--- config.mk ---
export PLATFORM = sky130hd
export DESIGN_NAME = l1_mem_subsystem
export DESIGN_NICKNAME = d
export VERILOG_FILES = /design/src/hdl/l1_mem_pkg.sv /design/src/hdl/mem_req_if.sv /design/src/hdl/l1_miss_queue.sv /design/src/hdl/mem_arbiter.sv /design/src/hdl/flush_tracker.sv /design/src/hdl/l1_mem_subsystem.sv
export SDC_FILE = /design/constraint.sdc
export NUM_CORES = 1
export LEC_CHECK = 0
export ABC_CLOCK_PERIOD_IN_PS = 12100
export BUFFER_PORTS_ARGS = -buffer_cell sky130_fd_sc_hd__buf_2
export CAP_MARGIN = 10
export CORE_MARGIN = 3
export CORE_UTILIZATION = 53
export CTS_BUF_LIST = sky130_fd_sc_hd__clkbuf_8
export CTS_CLUSTER_DIAMETER = 80
export DETAILED_ROUTE_END_ITERATION = 8
export PLACE_DENSITY = 0.84
export SLEW_MARGIN = 20
export SYNTH_ARGS = -nofsm -noshare
export SYNTH_HDL_FRONTEND = slang
export SYNTH_SLANG_ARGS = --single-unit
--- constraint.sdc ---
create_clock -name clk -period 12.1 [get_ports clk]
set_input_delay 0.605 -clock clk [delete_from_list [all_inputs] [get_ports clk]]
set_output_delay 0.605 -clock clk [all_outputs]
set_load 0.05 [all_outputs]
--- src/hdl/l1_mem_pkg.sv ---
package l1_mem_pkg;

   localparam int ADDR_WIDTH = 32;
   localparam int OPCODE_WIDTH = 4;
   localparam int LG_CL_BYTES = 4; // 16 byte lines
   localparam int CL_BITS = (1 << LG_CL_BYTES) * 8;

   // miss queue depth
   localparam int LG_MQ_ENTRIES = 2;
   localparam int MQ_ENTRIES = 1 << LG_MQ_ENTRIES;

   typedef logic [ADDR_WIDTH-1:0] addr_t;
   typedef logic [CL_BITS-1:0] line_t;
   typedef logic [OPCODE_WIDTH-1:0] mem_opcode_t;
   typedef logic [LG_MQ_ENTRIES:0] mq_ptr_t; // index plus wrap bit

   localparam mem_opcode_t MEM_LD_L1D = 4'd4; // line fill
   localparam mem_opcode_t MEM_ST_L1D = 4'd7; // line write back

   typedef enum logic [1:0]
   {
      ARB_IDLE = 2'd0,
      ARB_GNT_L1D = 2'd1,
      ARB_GNT_L1I = 2'd2
   } arb_state_t;

   // wait states are named by the completion still missing
   typedef enum logic [1:0]
   {
      FLUSH_IDLE = 2'd0,
      FLUSH_WAIT_BOTH = 2'd1,
      FLUSH_WAIT_L1I = 2'd2,
      FLUSH_WAIT_L1D = 2'd3
   } flush_state_t;

endpackage

--- src/hdl/mem_req_if.sv ---
// one request stream toward the memory arbiter
interface mem_req_if;
   import l1_mem_pkg::*;

   logic valid;
   logic ready;
   addr_t addr;
   mem_opcode_t opcode;

   // requester side
   modport src
   (
      output valid,
      output addr,
      output opcode,
      input ready
   );

   // arbiter side
   modport dst
   (
      input valid,
      input addr,
      input opcode,
      output ready
   );

endinterface

--- src/hdl/l1_miss_queue.sv ---
module l1_miss_queue
(
   input logic clk,
   input logic reset,
   input logic in_valid,
   output logic in_ready,
   input l1_mem_pkg::addr_t in_addr,
   input l1_mem_pkg::mem_opcode_t in_opcode,
   input l1_mem_pkg::line_t in_data,
   mem_req_if.src head,
   output l1_mem_pkg::line_t head_data
);
   import l1_mem_pkg::*;

   addr_t r_addr[MQ_ENTRIES];
   mem_opcode_t r_opcode[MQ_ENTRIES];
   line_t r_data[MQ_ENTRIES];

   mq_ptr_t r_rd_ptr, n_rd_ptr;
   mq_ptr_t r_wr_ptr, n_wr_ptr;
   logic [LG_MQ_ENTRIES-1:0] rd_idx;
   logic [LG_MQ_ENTRIES-1:0] wr_idx;
   logic mq_empty;
   logic mq_full;
   logic push;
   logic pop;

   assign rd_idx = r_rd_ptr[LG_MQ_ENTRIES-1:0];
   assign wr_idx = r_wr_ptr[LG_MQ_ENTRIES-1:0];

   assign mq_empty = (r_rd_ptr == r_wr_ptr);
   // same slot, different lap
   assign mq_full = (rd_idx == wr_idx) &&
                    (r_rd_ptr[LG_MQ_ENTRIES] != r_wr_ptr[LG_MQ_ENTRIES]);

   assign in_ready = !mq_full;
   assign push = in_valid && in_ready;

   assign head.valid = !mq_empty;
   assign head.addr = r_addr[rd_idx];
   assign head.opcode = r_opcode[rd_idx];
   assign head_data = r_data[rd_idx];
   assign pop = head.valid && head.ready;

   always_comb
   begin
      n_rd_ptr = r_rd_ptr;
      n_wr_ptr = r_wr_ptr;
      if (pop)
      begin
         n_rd_ptr = r_rd_ptr + 3'd1;
      end
      if (push)
      begin
         n_wr_ptr = r_wr_ptr + 3'd1;
      end
   end

   always_ff @(posedge clk)
   begin
      if (push)
      begin
         r_addr[wr_idx] <= in_addr;
         r_opcode[wr_idx] <= in_opcode;
         r_data[wr_idx] <= in_data;
      end
   end

   always_ff @(posedge clk)
   begin
      if (reset)
      begin
         r_rd_ptr <= '0;
         r_wr_ptr <= '0;
      end
      else
      begin
         r_rd_ptr <= n_rd_ptr;
         r_wr_ptr <= n_wr_ptr;
      end
   end

endmodule

--- src/hdl/mem_arbiter.sv ---
module mem_arbiter
(
   input logic clk,
   input logic reset,
   mem_req_if.dst l1d,
   input l1_mem_pkg::line_t l1d_data,
   mem_req_if.dst l1i,
   output logic mem_req_valid,
   output l1_mem_pkg::addr_t mem_req_addr,
   output l1_mem_pkg::mem_opcode_t mem_req_opcode,
   output l1_mem_pkg::line_t mem_req_store_data,
   input logic mem_rsp_valid,
   input l1_mem_pkg::line_t mem_rsp_load_data,
   output logic l1d_rsp_valid,
   output logic l1i_rsp_valid,
   output l1_mem_pkg::line_t rsp_data
);
   import l1_mem_pkg::*;

   arb_state_t r_state, n_state;
   logic r_last_i, n_last_i; // 1 when the l1i side won the last grant

   // pending slots, one per side
   logic r_d_valid;
   addr_t r_d_addr;
   mem_opcode_t r_d_opcode;
   line_t r_d_data;
   logic r_i_valid;
   addr_t r_i_addr;
   mem_opcode_t r_i_opcode;

   logic d_accept;
   logic i_accept;

   assign l1d_rsp_valid = (r_state == ARB_GNT_L1D) && mem_rsp_valid;
   assign l1i_rsp_valid = (r_state == ARB_GNT_L1I) && mem_rsp_valid;
   assign rsp_data = mem_rsp_load_data;

   // a slot may refill in the cycle its response arrives
   assign l1d.ready = !r_d_valid || l1d_rsp_valid;
   assign l1i.ready = !r_i_valid || l1i_rsp_valid;
   assign d_accept = l1d.valid && l1d.ready;
   assign i_accept = l1i.valid && l1i.ready;

   assign mem_req_valid = (r_state != ARB_IDLE);
   assign mem_req_addr = (r_state == ARB_GNT_L1I) ? r_i_addr : r_d_addr;
   assign mem_req_opcode = (r_state == ARB_GNT_L1I) ? r_i_opcode : r_d_opcode;
   assign mem_req_store_data = r_d_data; // loads ignore it

   always_comb
   begin
      n_state = r_state;
      n_last_i = r_last_i;
      case (r_state)
         ARB_IDLE:
         begin
            if (r_d_valid && r_i_valid)
            begin
               // tie goes to the side not served last
               n_state = r_last_i ? ARB_GNT_L1D : ARB_GNT_L1I;
               n_last_i = !r_last_i;
            end
            else if (r_d_valid)
            begin
               n_state = ARB_GNT_L1D;
               n_last_i = 1'b0;
            end
            else if (r_i_valid)
            begin
               n_state = ARB_GNT_L1I;
               n_last_i = 1'b1;
            end
         end
         ARB_GNT_L1D, ARB_GNT_L1I:
         begin
            if (mem_rsp_valid)
            begin
               n_state = ARB_IDLE;
            end
         end
         default:
         begin
            n_state = ARB_IDLE;
         end
      endcase
   end

   always_ff @(posedge clk)
   begin
      if (reset)
      begin
         r_state <= ARB_IDLE;
         r_last_i <= 1'b0;
         r_d_valid <= 1'b0;
         r_i_valid <= 1'b0;
      end
      else
      begin
         r_state <= n_state;
         r_last_i <= n_last_i;
         if (d_accept)
         begin
            r_d_valid <= 1'b1;
         end
         else if (l1d_rsp_valid)
         begin
            r_d_valid <= 1'b0;
         end
         if (i_accept)
         begin
            r_i_valid <= 1'b1;
         end
         else if (l1i_rsp_valid)
         begin
            r_i_valid <= 1'b0;
         end
      end
   end

   always_ff @(posedge clk)
   begin
      if (d_accept)
      begin
         r_d_addr <= l1d.addr;
         r_d_opcode <= l1d.opcode;
         r_d_data <= l1d_data;
      end
      if (i_accept)
      begin
         r_i_addr <= l1i.addr;
         r_i_opcode <= l1i.opcode;
      end
   end

endmodule

--- src/hdl/flush_tracker.sv ---
module flush_tracker
(
   input logic clk,
   input logic reset,
   input logic flush_req_l1d,
   input logic flush_req_l1i,
   input logic l1d_flush_complete,
   input logic l1i_flush_complete,
   output logic in_flush_mode
);
   import l1_mem_pkg::*;

   flush_state_t r_state, n_state;
   logic r_flush, n_flush;

   assign in_flush_mode = r_flush;

   always_comb
   begin
      n_state = r_state;
      n_flush = r_flush;
      case (r_state)
         FLUSH_IDLE:
         begin
            if (flush_req_l1d && flush_req_l1i)
            begin
               n_state = FLUSH_WAIT_BOTH;
               n_flush = 1'b1;
            end
            else if (flush_req_l1d)
            begin
               n_state = FLUSH_WAIT_L1D; // l1i not asked, counts as done
               n_flush = 1'b1;
            end
            else if (flush_req_l1i)
            begin
               n_state = FLUSH_WAIT_L1I;
               n_flush = 1'b1;
            end
         end
         FLUSH_WAIT_BOTH:
         begin
            if (l1d_flush_complete && l1i_flush_complete)
            begin
               n_state = FLUSH_IDLE;
               n_flush = 1'b0;
            end
            else if (l1d_flush_complete)
            begin
               n_state = FLUSH_WAIT_L1I;
            end
            else if (l1i_flush_complete)
            begin
               n_state = FLUSH_WAIT_L1D;
            end
         end
         FLUSH_WAIT_L1I:
         begin
            if (l1i_flush_complete)
            begin
               n_state = FLUSH_IDLE;
               n_flush = 1'b0;
            end
         end
         FLUSH_WAIT_L1D:
         begin
            if (l1d_flush_complete)
            begin
               n_state = FLUSH_IDLE;
               n_flush = 1'b0;
            end
         end
         default:
         begin
            n_state = FLUSH_IDLE;
            n_flush = 1'b0;
         end
      endcase
   end

   always_ff @(posedge clk)
   begin
      if (reset)
      begin
         r_state <= FLUSH_IDLE;
         r_flush <= 1'b0;
      end
      else
      begin
         r_state <= n_state;
         r_flush <= n_flush;
      end
   end

endmodule

--- src/hdl/l1_mem_subsystem.sv ---
module l1_mem_subsystem
(
   input logic clk,
   input logic reset,

   // data side miss requests
   input logic l1d_req_valid,
   output logic l1d_req_ready,
   input l1_mem_pkg::addr_t l1d_req_addr,
   input l1_mem_pkg::mem_opcode_t l1d_req_opcode,
   input l1_mem_pkg::line_t l1d_req_data,

   // instruction side fills
   input logic l1i_req_valid,
   output logic l1i_req_ready,
   input l1_mem_pkg::addr_t l1i_req_addr,
   input l1_mem_pkg::mem_opcode_t l1i_req_opcode,

   // next level memory
   output logic mem_req_valid,
   output l1_mem_pkg::addr_t mem_req_addr,
   output l1_mem_pkg::mem_opcode_t mem_req_opcode,
   output l1_mem_pkg::line_t mem_req_store_data,
   input logic mem_rsp_valid,
   input l1_mem_pkg::line_t mem_rsp_load_data,

   // responses back to the caches
   output logic l1d_rsp_valid,
   output logic l1i_rsp_valid,
   output l1_mem_pkg::line_t rsp_data,

   input logic flush_req_l1d,
   input logic flush_req_l1i,
   input logic l1d_flush_complete,
   input logic l1i_flush_complete,
   output logic in_flush_mode
);
   import l1_mem_pkg::*;

   line_t mq_head_data;

   mem_req_if mq_req();
   mem_req_if i_req();

   // top ports stand in for the l1i requester
   assign i_req.valid = l1i_req_valid;
   assign i_req.addr = l1i_req_addr;
   assign i_req.opcode = l1i_req_opcode;
   assign l1i_req_ready = i_req.ready;

   l1_miss_queue i_l1_miss_queue
   (
      .clk(clk),
      .reset(reset),
      .in_valid(l1d_req_valid),
      .in_ready(l1d_req_ready),
      .in_addr(l1d_req_addr),
      .in_opcode(l1d_req_opcode),
      .in_data(l1d_req_data),
      .head(mq_req.src),
      .head_data(mq_head_data)
   );

   mem_arbiter i_mem_arbiter
   (
      .clk(clk),
      .reset(reset),
      .l1d(mq_req.dst),
      .l1d_data(mq_head_data),
      .l1i(i_req.dst),
      .mem_req_valid(mem_req_valid),
      .mem_req_addr(mem_req_addr),
      .mem_req_opcode(mem_req_opcode),
      .mem_req_store_data(mem_req_store_data),
      .mem_rsp_valid(mem_rsp_valid),
      .mem_rsp_load_data(mem_rsp_load_data),
      .l1d_rsp_valid(l1d_rsp_valid),
      .l1i_rsp_valid(l1i_rsp_valid),
      .rsp_data(rsp_data)
   );

   // flush tracking is separate from the request path
   flush_tracker i_flush_tracker
   (
      .clk(clk),
      .reset(reset),
      .flush_req_l1d(flush_req_l1d),
      .flush_req_l1i(flush_req_l1i),
      .l1d_flush_complete(l1d_flush_complete),
      .l1i_flush_complete(l1i_flush_complete),
      .in_flush_mode(in_flush_mode)
   );

endmodule

==> qor.txt <==
Most instantiated flip-flop cell in the synthesis netlist: sky130_fd_sc_hd__edfxtp_1
Initial detailed-routing violation count: 1360
Global-route track usage on met1: 26.0%
Transition time at the pin with the least slew margin: 1.01 ns
XOR/XNOR share of the synthesized area: 0.192%
Clock Pin Slew Worst Setup and Hold Paths: 0.07 ns
Largest clock skew in the final design: 0.0458 ns
Master cell of the clock root buffer: sky130_fd_sc_hd__clkbuf_8
Sum of negative setup slack: 0 ns
Maximum number of pins on one net before global-route repair: 118
Final hold violation count: 0
Async set-or-reset flop fraction in the synthesized netlist: 0%
Result of the run: finished clean
Number of buffers between clock root and the deepest sink: 3
#FFs+latches synth: 870
Required time at the endpoint of the critical path: 12.46 ns
Grt total ovfl: 0
Peak-usage layer in the global routing report: met2
Category of the critical setup timing path: flip-flop to flip-flop
Cell variety after synth: 37
Multiplexer share of the synthesized area: 13.0%
Top-area cell type share of the netlist area: 80.7%
Port buffer count: 378
Number of synthesized flops with an enable pin: 856
Slew HR: 32.7%
Worst Hold Margin: 0.0681 ns
Final cycle utilization of the critical path: 33.7%
Die Height: 251 um
Power per unit of standard cell area: 239 nW/um^2
Synthesized Nets: 1671
Count of nets after finishing: 2155
P_leak: 12.8 nW
Post-synthesis area per instance: 24.0 um^2
Count of unresolved DRC violations after routing: 0
Final count of negative-setup-slack endpoints: 0
Die boundary width: 251 um
Category of the worst setup path capture point: flip-flop
HPWL reported at the end of detailed placement: 53700 um
Placer's final routability congestion estimate: 0.912
Fraction of the yosys area taken by sequential cells: 81.6%
Area of the core region: 59200 um^2
Critical Path Source Type: flip-flop
Fmax: 0.245 GHz
Synthesis warning total: 0
Post-route cell area: 37400 um^2
Vias in the first global route: 16300
Top-level I/O count: 635
Clk sinks: 870
Number of optimization iterations in the first detailed-route pass: 5
Synthesized-area fraction occupied by ao, oa, aoi and oai cells: 0.534%
Average vias per placed instance: 5.68
CTS tree: done
Number of max-slew violations in the final report: 0
RSZ-0062 raised after global routing: no
Fraction of final layout cells sized beyond drive strength 1: 40.6%
Largest cells by area after synthesis: sky130_fd_sc_hd__edfxtp_1 (81%), sky130_fd_sc_hd__mux4_2 (12%), sky130_fd_sc_hd__buf_4 (3.4%), sky130_fd_sc_hd__mux2_2 (1.3%), sky130_fd_sc_hd__dfxtp_1 (0.88%)
Total routing resource utilization after global routing: 26.7%
Met3 GRT Util: 15.4%
Effective utilization at floorplan: 53.8%
Skew-Pair Late Insertion Delay: 0.77 ns
Number of H-tree branching levels: 4
Floorplan die area: 63100 um^2
Post-synthesis instance area: 31900 um^2
Syn-to-layout area delta: 17.5%
Post-synth top area cell: sky130_fd_sc_hd__edfxtp_1
Worst Path Max Fanout: 54
Detailed Route WL: 83900 um
Total of max-cap violations: 0
Core Rows: 89
Simple-Gate Fraction of Synth Area: 0.522%
Combinational family with the most area after synthesis: multiplexers
Final routed wire length divided by cell count: 31.0 um
Post-route insts no fill: 2702
Number of antenna violations at the first check in global routing: 14
CTS Buf Count: 139
Min cycle time layout: 4.08 ns
Data arrival time at the worst-slack endpoint: 4.44 ns
Filler cell count: 3793
Standard cell area after detailed placement: 33700 um^2
Met2 demand-to-capacity share in global routing: 44.3%
Share of synthesized cell area in full adder, half adder and majority cells: 0.314%
Gate count of the mapped netlist: 1326
DRT antenna net count: 0
Placed cell count: 2320
Highest ir drop seen on vdd: 0.175 mV
Vias: 15300
Worst hold path class: primary input to flip-flop
Global-route wire length before repair: 118000 um
==> cell families after synthesis <==
group | Yosys count
flops | 870
mux | 203
buf+inv | 180
simple gates | 34
compound gates | 24
fa+ha+maj | 8
xor+xnor | 7
==> worst max-delay path, stage by stage (launching register included) <==
cell and delay, ns:
sky130_fd_sc_hd__dfxtp_4 0.70, sky130_fd_sc_hd__buf_6 0.63, sky130_fd_sc_hd__xor2_1 0.27, sky130_fd_sc_hd__o31a_1 0.37, sky130_fd_sc_hd__and2_4 0.79, sky130_fd_sc_hd__buf_4 0.78
==> sequential cells by signal (all words and copies together) (netlist names) <==
| name | count |
|---|---|
| i_flush_tracker.in_flush_mode | 1 |
| i_flush_tracker.r_state | 2 |
| i_l1_miss_queue.r_addr | 128 |
| i_l1_miss_queue.r_data | 512 |
| i_l1_miss_queue.r_opcode | 16 |
| i_l1_miss_queue.r_rd_ptr | 3 |
| i_l1_miss_queue.r_wr_ptr | 3 |
| i_mem_arbiter.mem_req_store_data | 128 |
| i_mem_arbiter.r_d_addr | 32 |
| i_mem_arbiter.r_d_opcode | 4 |
| i_mem_arbiter.r_d_valid | 1 |
| i_mem_arbiter.r_i_addr | 32 |
| i_mem_arbiter.r_i_opcode | 4 |
| i_mem_arbiter.r_i_valid | 1 |
| i_mem_arbiter.r_last_i | 1 |
| i_mem_arbiter.r_state | 2 |
==> power breakdown <==
group	leakage, nW	switching (mW)	total [mW]	internal, mW
Clock	1.44	1.14	2.27	1.13
Sequential	8.04	0.216	4.14	3.93
Combinational	3.34	1.76	2.53	0.763
==> synth_stat cells (8+ instances only) <==
library cell,instances
sky130_fd_sc_hd__a21oi_1,8
sky130_fd_sc_hd__mux4_2,164
sky130_fd_sc_hd__inv_1,8
sky130_fd_sc_hd__nand2_1,10
sky130_fd_sc_hd__dfxtp_1,14
sky130_fd_sc_hd__ha_1,8
sky130_fd_sc_hd__nor2_1,11
sky130_fd_sc_hd__buf_4,143
sky130_fd_sc_hd__mux2_2,36
sky130_fd_sc_hd__buf_2,23
sky130_fd_sc_hd__edfxtp_1,856
==> what timing repair did <==
item	in CTS	in global routing
setup buffers	0	0
endpoints found under the hold margin	342	0
resized for setup	0	0
hold buffers	121	0
endpoints found under the setup margin	0	0
==> layout by cell type (no fill, tap or decap), drive strengths merged, types with 2 or more instances in the layout <==
cell type / instances
nand2b: 2
xor2: 2
a21oi: 9
mux4: 164
diode: 10
dlygate4sd3: 121
nand2: 10
mux2: 36
ha: 8
a21bo: 2
nand4: 2
clkinv: 57
clkbuf: 143
mux2i: 3
buf: 394
clkinvlp: 3
dfxtp: 14
and2: 6
o21ai: 3
inv: 54
nor2: 11
xnor2: 5
edfxtp: 856
==> through the flow <==
| stage | power, mW | util [%] | worst slack [ns] |
|---|---|---|---|
| 2_1_floorplan | 6.20 | - | 5.83 |
| 3_3_place_gp | 6.65 | 56.8 | 7.64 |
| 3_5_place_dp | 6.70 | 56.8 | 7.61 |
| 4_1_cts | 8.98 | 63.1 | 7.60 |
| 5_1_grt | 9.27 | 63.2 | 7.69 |
| 6_report | 8.94 | 63.2 | 8.02 |
==> final cells by class <==
class,count,area [um^2],share of cell area [%]
Antenna cell,10,25.0,0.0669
Inverter,8,30.0,0.0802
Timing Repair Buffer,515,3260,8.71
Clock inverter,107,538,1.44
Multi-Input combinational cell,276,4650,12.4
Tap cell,773,967,2.58
Clock buffer,143,1970,5.26
Sequential cell,870,26000,69.4
==> worst paths after layout <==
path,depth (start not counted),startpoint,slack [ns],end
worst min register to register,2,i_mem_arbiter.r_state[1],0.49,i_mem_arbiter.r_state[1]
worst min-delay path,1,l1d_req_data[110],0.07,i_l1_miss_queue.r_data[0][110]
worst max register to register,5,i_l1_miss_queue.r_rd_ptr[0],8.02,i_l1_miss_queue.r_addr[0][8]
worst max-delay path,5,i_l1_miss_queue.r_rd_ptr[0],8.02,i_l1_miss_queue.r_addr[0][8]
==> metal layers <==
layer,vias to the layer above,routed length (um)
li1,6341,-
met1,7792,24500
met2,986,42900
met3,205,11600
met4,12,4800
met5,-,130
No activity file was read; power rests on OpenSTA's default activity.
